File: src/beeb_glue_pkg.sv
// shared constants and the core address union; RAM window is smaller than the 18-bit RAM view
package beeb_glue_pkg;

	// ====================
	// memory port
	// ====================

	localparam int MEM_ADDR_W   = 19;
	localparam int ROM_BANK_W   = 4;
	localparam int ROM_OFFSET_W = 14;
	localparam int ROM_ADDR_W   = ROM_BANK_W + ROM_OFFSET_W;
	localparam int DATA_W       = 8;

	// sixteen 16 KB banks
	localparam int ROM_DEPTH = 262144;
	// co-pro, sideways, main, shadow and slot 8 RAM
	localparam int RAM_DEPTH = 212992;

	// top bit picks RAM over paged ROM
	// rom view splits the rest into slot and offset,
	// ram view keeps it as one flat offset
	typedef union packed {
		struct packed {
			logic                    is_ram;
			logic [ROM_BANK_W-1:0]   slot;
			logic [ROM_OFFSET_W-1:0] offset;
		} rom;
		struct packed {
			logic                  is_ram;
			logic [MEM_ADDR_W-2:0] offset;
		} ram;
	} mem_addr_t;

	// ====================
	// mouse and joystick
	// ====================

	// per-packet delta limit
	localparam int MOUSE_STEP_MAX = 10;
	// absolute position limits
	localparam int AXIS_MIN = -128;
	localparam int AXIS_MAX = 127;
	// signed position, one bit of headroom over the byte
	localparam int MOUSE_POS_W = 9;
	// byte plus repeated upper nibble
	localparam int JOY_AXIS_W = 12;

	// ====================
	// sd activity
	// ====================

	// LED hold in clk_sys cycles
	localparam int SD_ACT_HOLD = 2000000;
	localparam int SD_CNT_W    = $clog2(SD_ACT_HOLD + 1);

endpackage

File: src/sd_activity.sv
// SPI lines must already be in clk_sys; LED holds for SD_ACT_HOLD cycles after the last change
`timescale 1ns/1ps

module sd_activity (
	input  logic clk_sys,
	input  logic rst_n,
	input  logic spi_mosi,
	input  logic spi_miso,
	output logic sd_led
);
	import beeb_glue_pkg::*;

	logic                mosi_q;
	logic                miso_q;
	logic                line_change;
	logic [SD_CNT_W-1:0] hold_cnt;

	// line history
	always_ff @(posedge clk_sys) begin
		mosi_q <= spi_mosi;
		miso_q <= spi_miso;
	end

	assign line_change = (mosi_q ^ spi_mosi) | (miso_q ^ spi_miso);

	// counter parked at the limit means idle
	always_ff @(posedge clk_sys) begin
		if (!rst_n) begin
			hold_cnt <= SD_CNT_W'(SD_ACT_HOLD);
			sd_led   <= 1'b0;
		end else begin
			sd_led <= (hold_cnt < SD_ACT_HOLD);
			if (line_change) begin
				hold_cnt <= '0;
			end else if (hold_cnt < SD_ACT_HOLD) begin
				hold_cnt <= hold_cnt + 1'b1;
			end
		end
	end

	a_cnt_sat: assert property (@(posedge clk_sys) disable iff (!rst_n)
		hold_cnt <= SD_ACT_HOLD)
		else $error("sd hold counter past limit");

endmodule

File: config.mk
export PLATFORM = sky130hd
export DESIGN_NAME = sd_activity
export DESIGN_NICKNAME = d
export VERILOG_FILES = /design/src/beeb_glue_pkg.sv /design/src/sd_activity.sv
export SDC_FILE = /design/constraint.sdc
export NUM_CORES = 1
export LEC_CHECK = 0
export ABC_CLOCK_PERIOD_IN_PS = 2460
export BUFFER_PORTS_ARGS = -buffer_cell sky130_fd_sc_hd__buf_2
export CORE_ASPECT_RATIO = 1.25
export CORE_MARGIN = 2
export CORE_UTILIZATION = 55
export CTS_CLUSTER_SIZE = 16
export DETAILED_ROUTE_END_ITERATION = 10
export GPL_TIMING_DRIVEN = 0
export PLACE_DENSITY = 0.72
export SLEW_MARGIN = 20
export SYNTH_ARGS = -nofsm -noshare
export SYNTH_HDL_FRONTEND = slang
export SYNTH_SLANG_ARGS = --single-unit
File: constraint.sdc
create_clock -name clk_sys -period 2.46 [get_ports clk_sys]
set_input_delay 0.369 -clock clk_sys [delete_from_list [all_inputs] [get_ports clk_sys]]
set_output_delay 0.369 -clock clk_sys [all_outputs]
set_load 0.005 [all_outputs]
==> results.cfg <==
[timing]
fin_skew_ps = 10.6
period_minus_slack_ps = 2090
max_slew.worst_pin.slew_ps = 731
setup_viol = 0
fmax_mhz = 478
relSlewSlack_pct = 51.0
rsz0062_at_grt = false
slew_violations = 0
post-route-period-util_pct = 85.1
hold_viol = 0
tns_ps = 0

[final_layout]
drive_above_1_share_pct = 12.6
antennaDiodeCount = 0
area_growth_syn_to_layout_pct = 7.02
finish.instance_area_um2 = 1240
nets = 141
fill_cells = 178

[worst_hold_path]
hold-path-cell-count = 1
min_path_type = input pin to register

[cts]
clock_latency_ps = 300
cts_tree = yes
ctsHtreeMaxLevel = 1
hold_buffers = 0
numCtsBuffers = 3
cts.sink_count = 24
clk_path_buf_depth = 2
ctsRootBufferMaster = clkbuf_4
clk_pin_slew_ps = 130
postCtsSetupRepairBufs = 0
ctsResizeCount = 0

[floorplanning]
start_util_pct = 58.5
core_um2 = 1980
num_io_pins = 5
rows = 18
die_area_um2 = 2490
die_w_um = 45.1
die_y_um = 55.3

[synth]
synth_common_cells = 24 x dfxtp_1, 20 x xnor2_1, 17 x nor2_1
yosys.area.top_type = dfxtp_1
synth_edf_count = 0
synth_compound_area_share_pct = 16.5
syn_avg_cell_area_um2 = 9.12
synthCells = 127
synth_xor_area_share_pct = 15.1
synth_area_leaders = dfxtp_1 41%, xnor2_1 15%, nor2_1 5.5%, a211oi_1 5.2%, nand3_1 3.0%
seq_area_frac_synth_pct = 41.5
async_flop_share_pct = 0
synth_top_area_share_pct = 41.5
yosysWarnings = 0
ys_seq_elements = 24
synth_top_family_by_area = simple AND/OR/NAND/NOR gates
syn-num-nets = 132
ys_types = 30
yosys_most_used_dff = dfxtp_1
synth-simple-area-share_pct = 22.2
syn_area_um2 = 1160
synthMuxAreaShare_pct = 0
yosysMostFrequentCell = dfxtp_1
synthAdderAreaFrac_pct = 1.08

[critical_path]
worstPathRequired_ps = 2640
crit_path_start_kind = register
rr_worst_depth = 6
crit_arrival_ps = 2280
critPathCaptureType = register
worstPathMaxFanout = 10
critPathKind = register to register

[detailed_routing]
routed_via_density = 5.71
antenna_left = 0
dr.pass1.iters = 2
drt_first_iter_violations = 8
wl_per_cell_um = 13.3
via_count = 885
drc = 0
drt-total-wl_um = 2070

[run]
drv_cap = 0

[placement]
hpwl_um = 1510
gp_congestion = 0.765
placed_cell_area_um2 = 1200
port_buffers = 4

[power]
p_leak_nw = 0.381
p_per_area_nw_per_um2 = 533
ir_drop_mv = 0.379

[global_routing]
grt_start_max_net_pins = 14
grt_pass1_wl_um = 3410
antenna_found_initial = 0
grt_usage_pct = 17.7
overflow = 0
first_global_vias = 800

[run_status]
status = finished clean
[power breakdown]
group	switching [mW]	internal, mW
combinational	0.0305	0.0175
clock	0.110	0.0901
sequential	0.0111	0.401
total	0.152	0.509
[critical path: stages (launching register included)]
cell	delay, ps
dfxtp_1	380
nand2_1	90
nor3_2	630
clkbuf_1	430
a21boi_0	200
xnor2_1	180
nor2_1	50
[per-layer routing]
metal | part of all wire (%) | up-vias | global-route usage [%]
li1 | - | 461 | -
met5 | 0 | - | 0
met1 | 51 | 415 | 25.6
met3 | 1.5 | 4 | 3.92
met4 | 1.7 | 0 | 5.04
met2 | 45 | 5 | 26.1
[final cells by class]
cell class	instances	area (µm²)	share of cell area (%)
plain buffers	4	15.0	1.21
clock buffers	4	36.3	2.93
inverters	7	26.3	2.12
multi-input cells	92	637	51.4
flip-flops and latches	24	480	38.7
well taps	20	25.0	2.02
repair buffers	4	20.0	1.61
[path summary, 6_finish.rpt]
kind | endpoint | slack [ps] | start
max reg2reg | hold_cnt[2] | 370 | hold_cnt[18]
min | mosi_q | 180 | spi_mosi
max | hold_cnt[2] | 370 | hold_cnt[18]
min reg2reg | hold_cnt[20] | 530 | hold_cnt[20]
[flip-flops by register name (all words and copies together), names as in the netlist]
signal / count
hold_cnt: 21
miso_q: 1
mosi_q: 1
sd_led: 1
[layout by cell type (no fill, tap or decap), types with 2 or more instances in the layout]
| cell type | count |
|---|---|
| nor2_1 | 17 |
| nor4_1 | 2 |
| a211oi_1 | 8 |
| a21oi_1 | 4 |
| o21ai_1 | 3 |
| nand4_2 | 2 |
| clkbuf_4 | 3 |
| nor3_1 | 2 |
| xnor2_1 | 20 |
| inv_1 | 7 |
| clkbuf_1 | 4 |
| buf_2 | 4 |
| nand2_1 | 7 |
| dfxtp_1 | 24 |
| o21ai_0 | 4 |
| nand3_1 | 7 |
[metrics by stage]
| step | utilization, % | setup WS (ps) | hold WS [ps] | instances | power, mW |
|---|---|---|---|---|---|
| after global placement | 60.7 | 483 | 497 | 151 | 0.467 |
| after global routing | 62.6 | 202 | 157 | 155 | 0.699 |
| after CTS | 62.6 | 403 | 179 | 155 | 0.668 |
| after floorplan | - | 679 | 397 | 127 | 0.453 |
| final | 62.6 | 366 | 182 | 155 | 0.661 |
| after detailed placement | 60.7 | 436 | 500 | 151 | 0.469 |
[kinds of logic (layout without fill, tap and decap cells)]
kind of cell,after synthesis,count (layout)
flops,24,24
xor+xnor,20,20
compound gates,25,25
buf+inv,11,19
simple gates,46,46
fa+ha+maj,1,1
Power figures use the tool's default switching activity.
