## config.mk

```make
export PLATFORM = sky130hd
export DESIGN_NAME = mouse_joystick
export DESIGN_NICKNAME = d
export VERILOG_FILES = /design/src/beeb_glue_pkg.sv /design/src/mouse_joystick.sv
export SDC_FILE = /design/constraint.sdc
export NUM_CORES = 1
export LEC_CHECK = 0
export ABC_AREA = 1
export BUFFER_PORTS_ARGS = -buffer_cell sky130_fd_sc_hd__buf_2
export CORE_ASPECT_RATIO = 0.6
export CORE_MARGIN = 2
export CORE_UTILIZATION = 46
export CTS_CLUSTER_SIZE = 10
export DETAILED_ROUTE_END_ITERATION = 10
export GPL_TIMING_DRIVEN = 0
export PLACE_DENSITY = 0.85
export SLEW_MARGIN = 20
export SYNTH_ARGS = -nofsm -noshare
export SYNTH_HDL_FRONTEND = slang
export SYNTH_SLANG_ARGS = --single-unit
```

## constraint.sdc

```tcl
create_clock -name clk_sys -period 2.5 [get_ports clk_sys]
set_input_delay 0.25 -clock clk_sys [delete_from_list [all_inputs] [get_ports clk_sys]]
set_output_delay 0.25 -clock clk_sys [all_outputs]
set_load 0.02 [all_outputs]
```

## src/beeb_glue_pkg.sv

```systemverilog
// shared constants and the core address union; RAM window is smaller than the 18-bit RAM view
package beeb_glue_pkg;

	// ====================
	// memory port
	// ====================

	localparam int MEM_ADDR_W   = 19;
	localparam int ROM_BANK_W   = 4;
	localparam int ROM_OFFSET_W = 14;
	localparam int ROM_ADDR_W   = ROM_BANK_W + ROM_OFFSET_W;
	localparam int DATA_W       = 8;

	// sixteen 16 KB banks
	localparam int ROM_DEPTH = 262144;
	// co-pro, sideways, main, shadow and slot 8 RAM
	localparam int RAM_DEPTH = 212992;

	// top bit picks RAM over paged ROM
	// rom view splits the rest into slot and offset,
	// ram view keeps it as one flat offset
	typedef union packed {
		struct packed {
			logic                    is_ram;
			logic [ROM_BANK_W-1:0]   slot;
			logic [ROM_OFFSET_W-1:0] offset;
		} rom;
		struct packed {
			logic                  is_ram;
			logic [MEM_ADDR_W-2:0] offset;
		} ram;
	} mem_addr_t;

	// ====================
	// mouse and joystick
	// ====================

	// per-packet delta limit
	localparam int MOUSE_STEP_MAX = 10;
	// absolute position limits
	localparam int AXIS_MIN = -128;
	localparam int AXIS_MAX = 127;
	// signed position, one bit of headroom over the byte
	localparam int MOUSE_POS_W = 9;
	// byte plus repeated upper nibble
	localparam int JOY_AXIS_W = 12;

	// ====================
	// sd activity
	// ====================

	// LED hold in clk_sys cycles
	localparam int SD_ACT_HOLD = 2000000;
	localparam int SD_CNT_W    = $clog2(SD_ACT_HOLD + 1);

endpackage

```

## src/mouse_joystick.sv

```systemverilog
// strobe bit 24 must toggle once per packet; any joystick 1 button drops back to analog input
`timescale 1ns/1ps

module mouse_joystick (
	input  logic                                 clk_sys,
	input  logic                                 rst_n,
	input  logic [24:0]                          ps2_mouse,
	input  logic [15:0]                          joy1_buttons,
	input  logic [7:0]                           joy1_x,
	input  logic [7:0]                           joy1_y,
	input  logic [7:0]                           joy2_x,
	input  logic [7:0]                           joy2_y,
	input  logic                                 joy2_fire,
	input  logic                                 mouse_disable,
	input  logic                                 swap_joy,
	output logic [beeb_glue_pkg::JOY_AXIS_W-1:0] joystick1_x,
	output logic [beeb_glue_pkg::JOY_AXIS_W-1:0] joystick1_y,
	output logic                                 joystick1_fire_n,
	output logic [beeb_glue_pkg::JOY_AXIS_W-1:0] joystick2_x,
	output logic [beeb_glue_pkg::JOY_AXIS_W-1:0] joystick2_y,
	output logic                                 joystick2_fire_n
);
	import beeb_glue_pkg::*;

	logic                          stb_q;
	logic                          emu_on;
	logic signed [MOUSE_POS_W-1:0] pos_x;
	logic signed [MOUSE_POS_W-1:0] pos_y;
	logic signed [MOUSE_POS_W-1:0] dx;
	logic signed [MOUSE_POS_W-1:0] dy;
	logic signed [MOUSE_POS_W-1:0] dx_c;
	logic signed [MOUSE_POS_W-1:0] dy_c;
	logic [7:0]                    src_a_x;
	logic [7:0]                    src_a_y;
	logic                          fire_a;
	logic [JOY_AXIS_W-1:0]         axis_a_x;
	logic [JOY_AXIS_W-1:0]         axis_a_y;
	logic [JOY_AXIS_W-1:0]         axis_b_x;
	logic [JOY_AXIS_W-1:0]         axis_b_y;

	// saturate a signed value into [lim_lo, lim_hi]
	function automatic logic signed [MOUSE_POS_W-1:0] clamp(
		input logic signed [MOUSE_POS_W-1:0] v,
		input int                            lim_lo,
		input int                            lim_hi
	);
		return (v < lim_lo) ? MOUSE_POS_W'(lim_lo)
			: (v > lim_hi) ? MOUSE_POS_W'(lim_hi) : v;
	endfunction

	// centre-offset byte, inverted, then top nibble repeated
	function automatic logic [JOY_AXIS_W-1:0] conv_axis(input logic [7:0] v);
		logic [7:0] b;
		b = 8'hff - {~v[7], v[6:0]};
		return {b, b[7:4]};
	endfunction

	// ====================
	// mouse accumulation
	// ====================

	// 7-bit deltas, sign kept in the status byte
	assign dx = {ps2_mouse[4], ps2_mouse[4], ps2_mouse[15:9]};
	assign dy = {ps2_mouse[5], ps2_mouse[5], ps2_mouse[23:17]};

	assign dx_c = clamp(dx, -MOUSE_STEP_MAX, MOUSE_STEP_MAX);
	assign dy_c = clamp(dy, -MOUSE_STEP_MAX, MOUSE_STEP_MAX);

	// packet strobe history
	always_ff @(posedge clk_sys) begin
		stb_q <= ps2_mouse[24];
	end

	// clear beats a pending packet
	always_ff @(posedge clk_sys) begin
		if (!rst_n || mouse_disable || (|joy1_buttons)) begin
			emu_on <= 1'b0;
			pos_x  <= '0;
			pos_y  <= '0;
		end else if (stb_q != ps2_mouse[24]) begin
			emu_on <= 1'b1;
			pos_x  <= clamp(pos_x + dx_c, AXIS_MIN, AXIS_MAX);
			// screen y runs opposite to mouse y
			pos_y  <= clamp(pos_y - dy_c, AXIS_MIN, AXIS_MAX);
		end
	end

	// ====================
	// sources and swap
	// ====================

	assign src_a_x = emu_on ? pos_x[7:0] : joy1_x;
	assign src_a_y = emu_on ? pos_y[7:0] : joy1_y;
	assign fire_a  = emu_on ? (|ps2_mouse[1:0]) : joy1_buttons[4];

	assign axis_a_x = conv_axis(src_a_x);
	assign axis_a_y = conv_axis(src_a_y);
	assign axis_b_x = conv_axis(joy2_x);
	assign axis_b_y = conv_axis(joy2_y);

	assign joystick1_x = swap_joy ? axis_b_x : axis_a_x;
	assign joystick1_y = swap_joy ? axis_b_y : axis_a_y;
	// joystick 2 axes stay on source A
	assign joystick2_x = axis_a_x;
	assign joystick2_y = axis_a_y;

	// fire lines active low
	assign joystick1_fire_n = ~(swap_joy ? joy2_fire : fire_a);
	assign joystick2_fire_n = ~(swap_joy ? fire_a : joy2_fire);

	a_pos_range: assert property (@(posedge clk_sys) disable iff (!rst_n)
		(pos_x >= AXIS_MIN) && (pos_x <= AXIS_MAX)
		&& (pos_y >= AXIS_MIN) && (pos_y <= AXIS_MAX))
		else $error("mouse position out of range");

	a_disable_clears: assert property (@(posedge clk_sys) disable iff (!rst_n)
		mouse_disable |=> !emu_on)
		else $error("emulation flag set after mouse_disable");

endmodule

```

==> PnR_summary.wiki <==
{| class="wikitable"
! Metric !! Value
|-
| Starting utilization of the core area || 47.0%
|-
| Final routed wire length divided by cell count || between 10 and 15 um
|-
| Endpoint required time on the critical path || ~2700 ps
|-
| Non-filler cells in the finished layout || approximately 580
|-
| Max incr delay on CP || 360 ps
|-
| Vias after detailed routing || ~2900
|-
| Total I/O pin count || around 130
|-
| Syn_area_per_cell || 6.17 sq um
|-
| Slew HR || roughly three fifths
|-
| Measured slew at the worst slew-check pin || 616 ps
|-
| Number of cells on the critical path || 17
|-
| Nets || 606
|-
| Maximum clock rate || between 400 and 500 MHz
|-
| Leading cell types in the layout, fill and taps excluded || nand2_1, buf_2, inv_1, a21oi_1, o21ai_0
|-
| Number of placed instances, taps included || 568
|-
| Classification of the worst setup path || in2reg
|-
| Aggregate global-route resource usage || 24.6%
|-
| Synthesized area || roughly 2400 sq um
|-
| Number of antenna cells inserted || 0
|-
| Skew-Pair Late Insertion Delay || 260 ps
|-
| CP Data Arrival Time || 2540 ps
|-
| Area fraction of the dominant cell type after synthesis || 21.5%
|-
| Library cell contributing the largest single delay on the critical path || fa_2
|-
| Synth warn || 0
|-
| Final wirelength || slightly above 7000 um
|-
| Leading cell types by total area after synthesis || nand2_1, dfxtp_1, ha_1, inv_1, a21oi_1
|-
| Initial antenna violation count || 0
|-
| Largest fanout of any net on the critical path || 7
|-
| List of cells traversed by the critical path || buf_2, nand2_1, inv_1, o21ai_0, a31oi_1, nor2_1, ha_1, fa_2, nand3_1, nand2_1, nand2_2, nand2_1, nand2_1, nand2_2, a21oi_4, nand2_1, a21oi_1
|-
| Residual DRC || 0
|-
| Global-route wire length before repair || roughly 11000 um
|-
| Endpoint type of the worst setup path || flop
|-
| Setup slack on the worst flop-to-flop path || 430 ps
|-
| Count of filler cells inserted in the layout || 482
|-
| Row cnt || 20
|-
| Number of nets still failing antenna checks after routing || 0
|-
| Post-Syn Nets || 477
|-
| Total count of max-transition violations in the final report || 0
|-
| Worst reg2reg endpoint || pos_y[5]
|-
| Leakage power || 1.72 nW
|-
| Number of different library cells in the post-synthesis netlist || 30
|-
| Clock tree from TritonCTS || done
|-
| Clock period minus final worst setup slack || 2340 ps
|-
| P&R area growth vs syn || 34.8%
|-
| Yosys top cell by area || nand2_1
|-
| Clock Path Buffers || 2
|-
| Core Footprint || 5000 sq um
|-
| Worst-case hold slack || roughly 110 ps
|-
| 1st-iter DRT viols || 155
|-
| Run status || finished, final reports clean
|-
| Crit path launch || ps2_mouse[10]
|-
| Most prevalent standard cell on the critical path || nand2_1
|-
| Buffers on Ports || 121
|-
| Half-perimeter wire length of the detailed placement result || between 6000 and 7000 um
|-
| Most frequent standard cell in the layout excluding fill and tap cells || nand2_1
|-
| Post-synthesis instance total || 381
|-
| GP Congestion || 0.997
|-
| Max capacitance violation total || 0
|-
| Final period util || 93.7%
|-
| Number of clock buffers inserted by TritonCTS || 3
|-
| Chip Height || 59.4 um
|-
| Worst Setup EP || pos_x[5]
|-
| Number of buffer and inverter stages on the critical path || 2
|-
| Num Clock Sinks || 20
|-
| Vias in the first global route || 2470
|-
| Category of the worst setup path launch point || input pin
|-
| Layout cell share with drive strength beyond 1 || approximately 37%
|-
| Die Width || 96.3 um
|-
| Clock transition at the register clock pins on the worst setup and hold paths after CTS || 70 ps
|-
| Cell count of the worst reg-to-reg path || 13
|-
| Final Setup Violations || 0
|-
| CTS Root Cell || clkbuf_8
|-
| Min-delay worst type || in2reg
|-
| Critical path's top delay family || simple AND/OR/NAND/NOR gates
|-
| Final core occ || around 63%
|-
| Sequential share of the synthesized area || 17.0%
|-
| Via count normalized by instance count || a little over 5
|-
| Flip-flop and latch area || 400 sq um
|-
| Area used by multi-input combinational logic || 1660 sq um
|-
| Total power divided by cell area || ~300 nW/um^2
|-
| Gr ovfl total || 0
|-
| Hold Violations, Final || 0
|-
| Worst reg2reg path startpoint || pos_y[0]
|-
| Largest net degree at the start of global routing || 12
|-
| Number of iterations in the first detailed-routing pass || 4
|-
| Max rail drop VDD || roughly 0.00023 V
|-
| CTS H-Tree Depth || 1
|-
| Synthesis-stage register bit count || 20
|-
| # hold bufs at CTS || 0
|-
| Area of the die || 5720 sq um
|-
| Largest clock skew in the final design || ~1.3 ps
|}
[cell families after synthesis]
| family | synth area share [%] |
|---|---|
| muxes | 5.53 |
| AOI/OAI and AO/OA | 14.9 |
| buffers and inverters | 14.6 |
| adders and majority gates | 10.2 |
| and+or+nand+nor | 33.0 |
| xor gates and xnor gates | 4.73 |
| DFF | 17.0 |
[cells in the mapped netlist]
cell type	n
nand2_1	135
inv_1	42
a21oi_1	27
o21ai_0	22
dfxtp_1	20
buf_4	16
ha_1	16
mux2i_1	13
nand3_1	13
nor2_1	13
clkbuf_1	8
xnor2_1	8
nand2_2	6
a31oi_1	5
nand4_1	5
a21oi_2	4
buf_2	4
inv_2	4
nor4_1	3
a21oi_4	2
fa_1	2
nand3_2	2
nor3_1	2
or2_2	2
xor2_2	2
nand2_4	1
nand3b_1	1
o31ai_1	1
or2_1	1
xor2_1	1
[worst register-to-register path: cells and delay by family, from the launching register on]
family	cells	cell delay, ps
AOI/OAI and AO/OA	2	350
adders and majority gates	2	580
buffers and inverters	2	120
DFF	1	310
and+or+nand+nor	7	620
[state kept, by name, indices dropped and copies added (netlist names)]
| signal | cells |
|---|---|
| pos_y | 9 |
| pos_x | 9 |
| emu_on | 1 |
| stb_q | 1 |
[through the flow]
stage               worst slack (ps)  instance area, sq um  TNS, ps  power [mW]
finish                           157                  3170        0       0.977
global placement               -74.3                  3040     -470       0.711
detailed placement              -186                  3040    -1730       0.721
CTS                             77.7                  3100        0       0.963
floorplan                        250                  2350        0       0.575
global route                   -26.1                  3170     -110        1.03
[layer usage]
metal  up-vias  global-route usage [%]  share of wire (%)
met5         -                       0                  0
met4         0                    2.62               0.72
met3         8                    4.45                 10
met2       127                    41.2                 44
met1      1307                    34.5                 45
li1       1464                       -                  -
[how the worst min path moves through the flow]
stage / end / depth (start not counted) / from
6_report: stb_q / 1 / ps2_mouse[24]
4_1_cts: stb_q / 1 / ps2_mouse[24]
5_1_grt: stb_q / 1 / ps2_mouse[24]
3_5_place_dp: stb_q / 1 / ps2_mouse[24]
2_1_floorplan: stb_q / 0 / ps2_mouse[24]
3_3_place_gp: stb_q / 1 / ps2_mouse[24]
[where the power goes]
group / switching (mW) / total [mW] / leakage [nW] / internal, mW
sequential: 0.000174 / 0.319 / 0.161 / 0.319
clock: 0.108 / 0.249 / 0.0288 / 0.140
combinational: 0.245 / 0.410 / 1.53 / 0.164
total: 0.354 / 0.977 / 1.72 / 0.624
[repair_timing]
action / in CTS / in global routing
setup buffers: 0 / 3
endpoints found under the setup margin: 0 / 14
resized for setup: 0 / 16
[area by class of cell]
type | count | area share [%]
repair buffers | 124 | 19.8
plain buffers | 28 | 5.36
well taps | 66 | 2.60
flip-flops and latches | 20 | 12.6
inverters | 46 | 5.44
multi-input cells | 287 | 52.4
clock buffers | 4 | 1.74
Power figures use the tool's default switching activity.
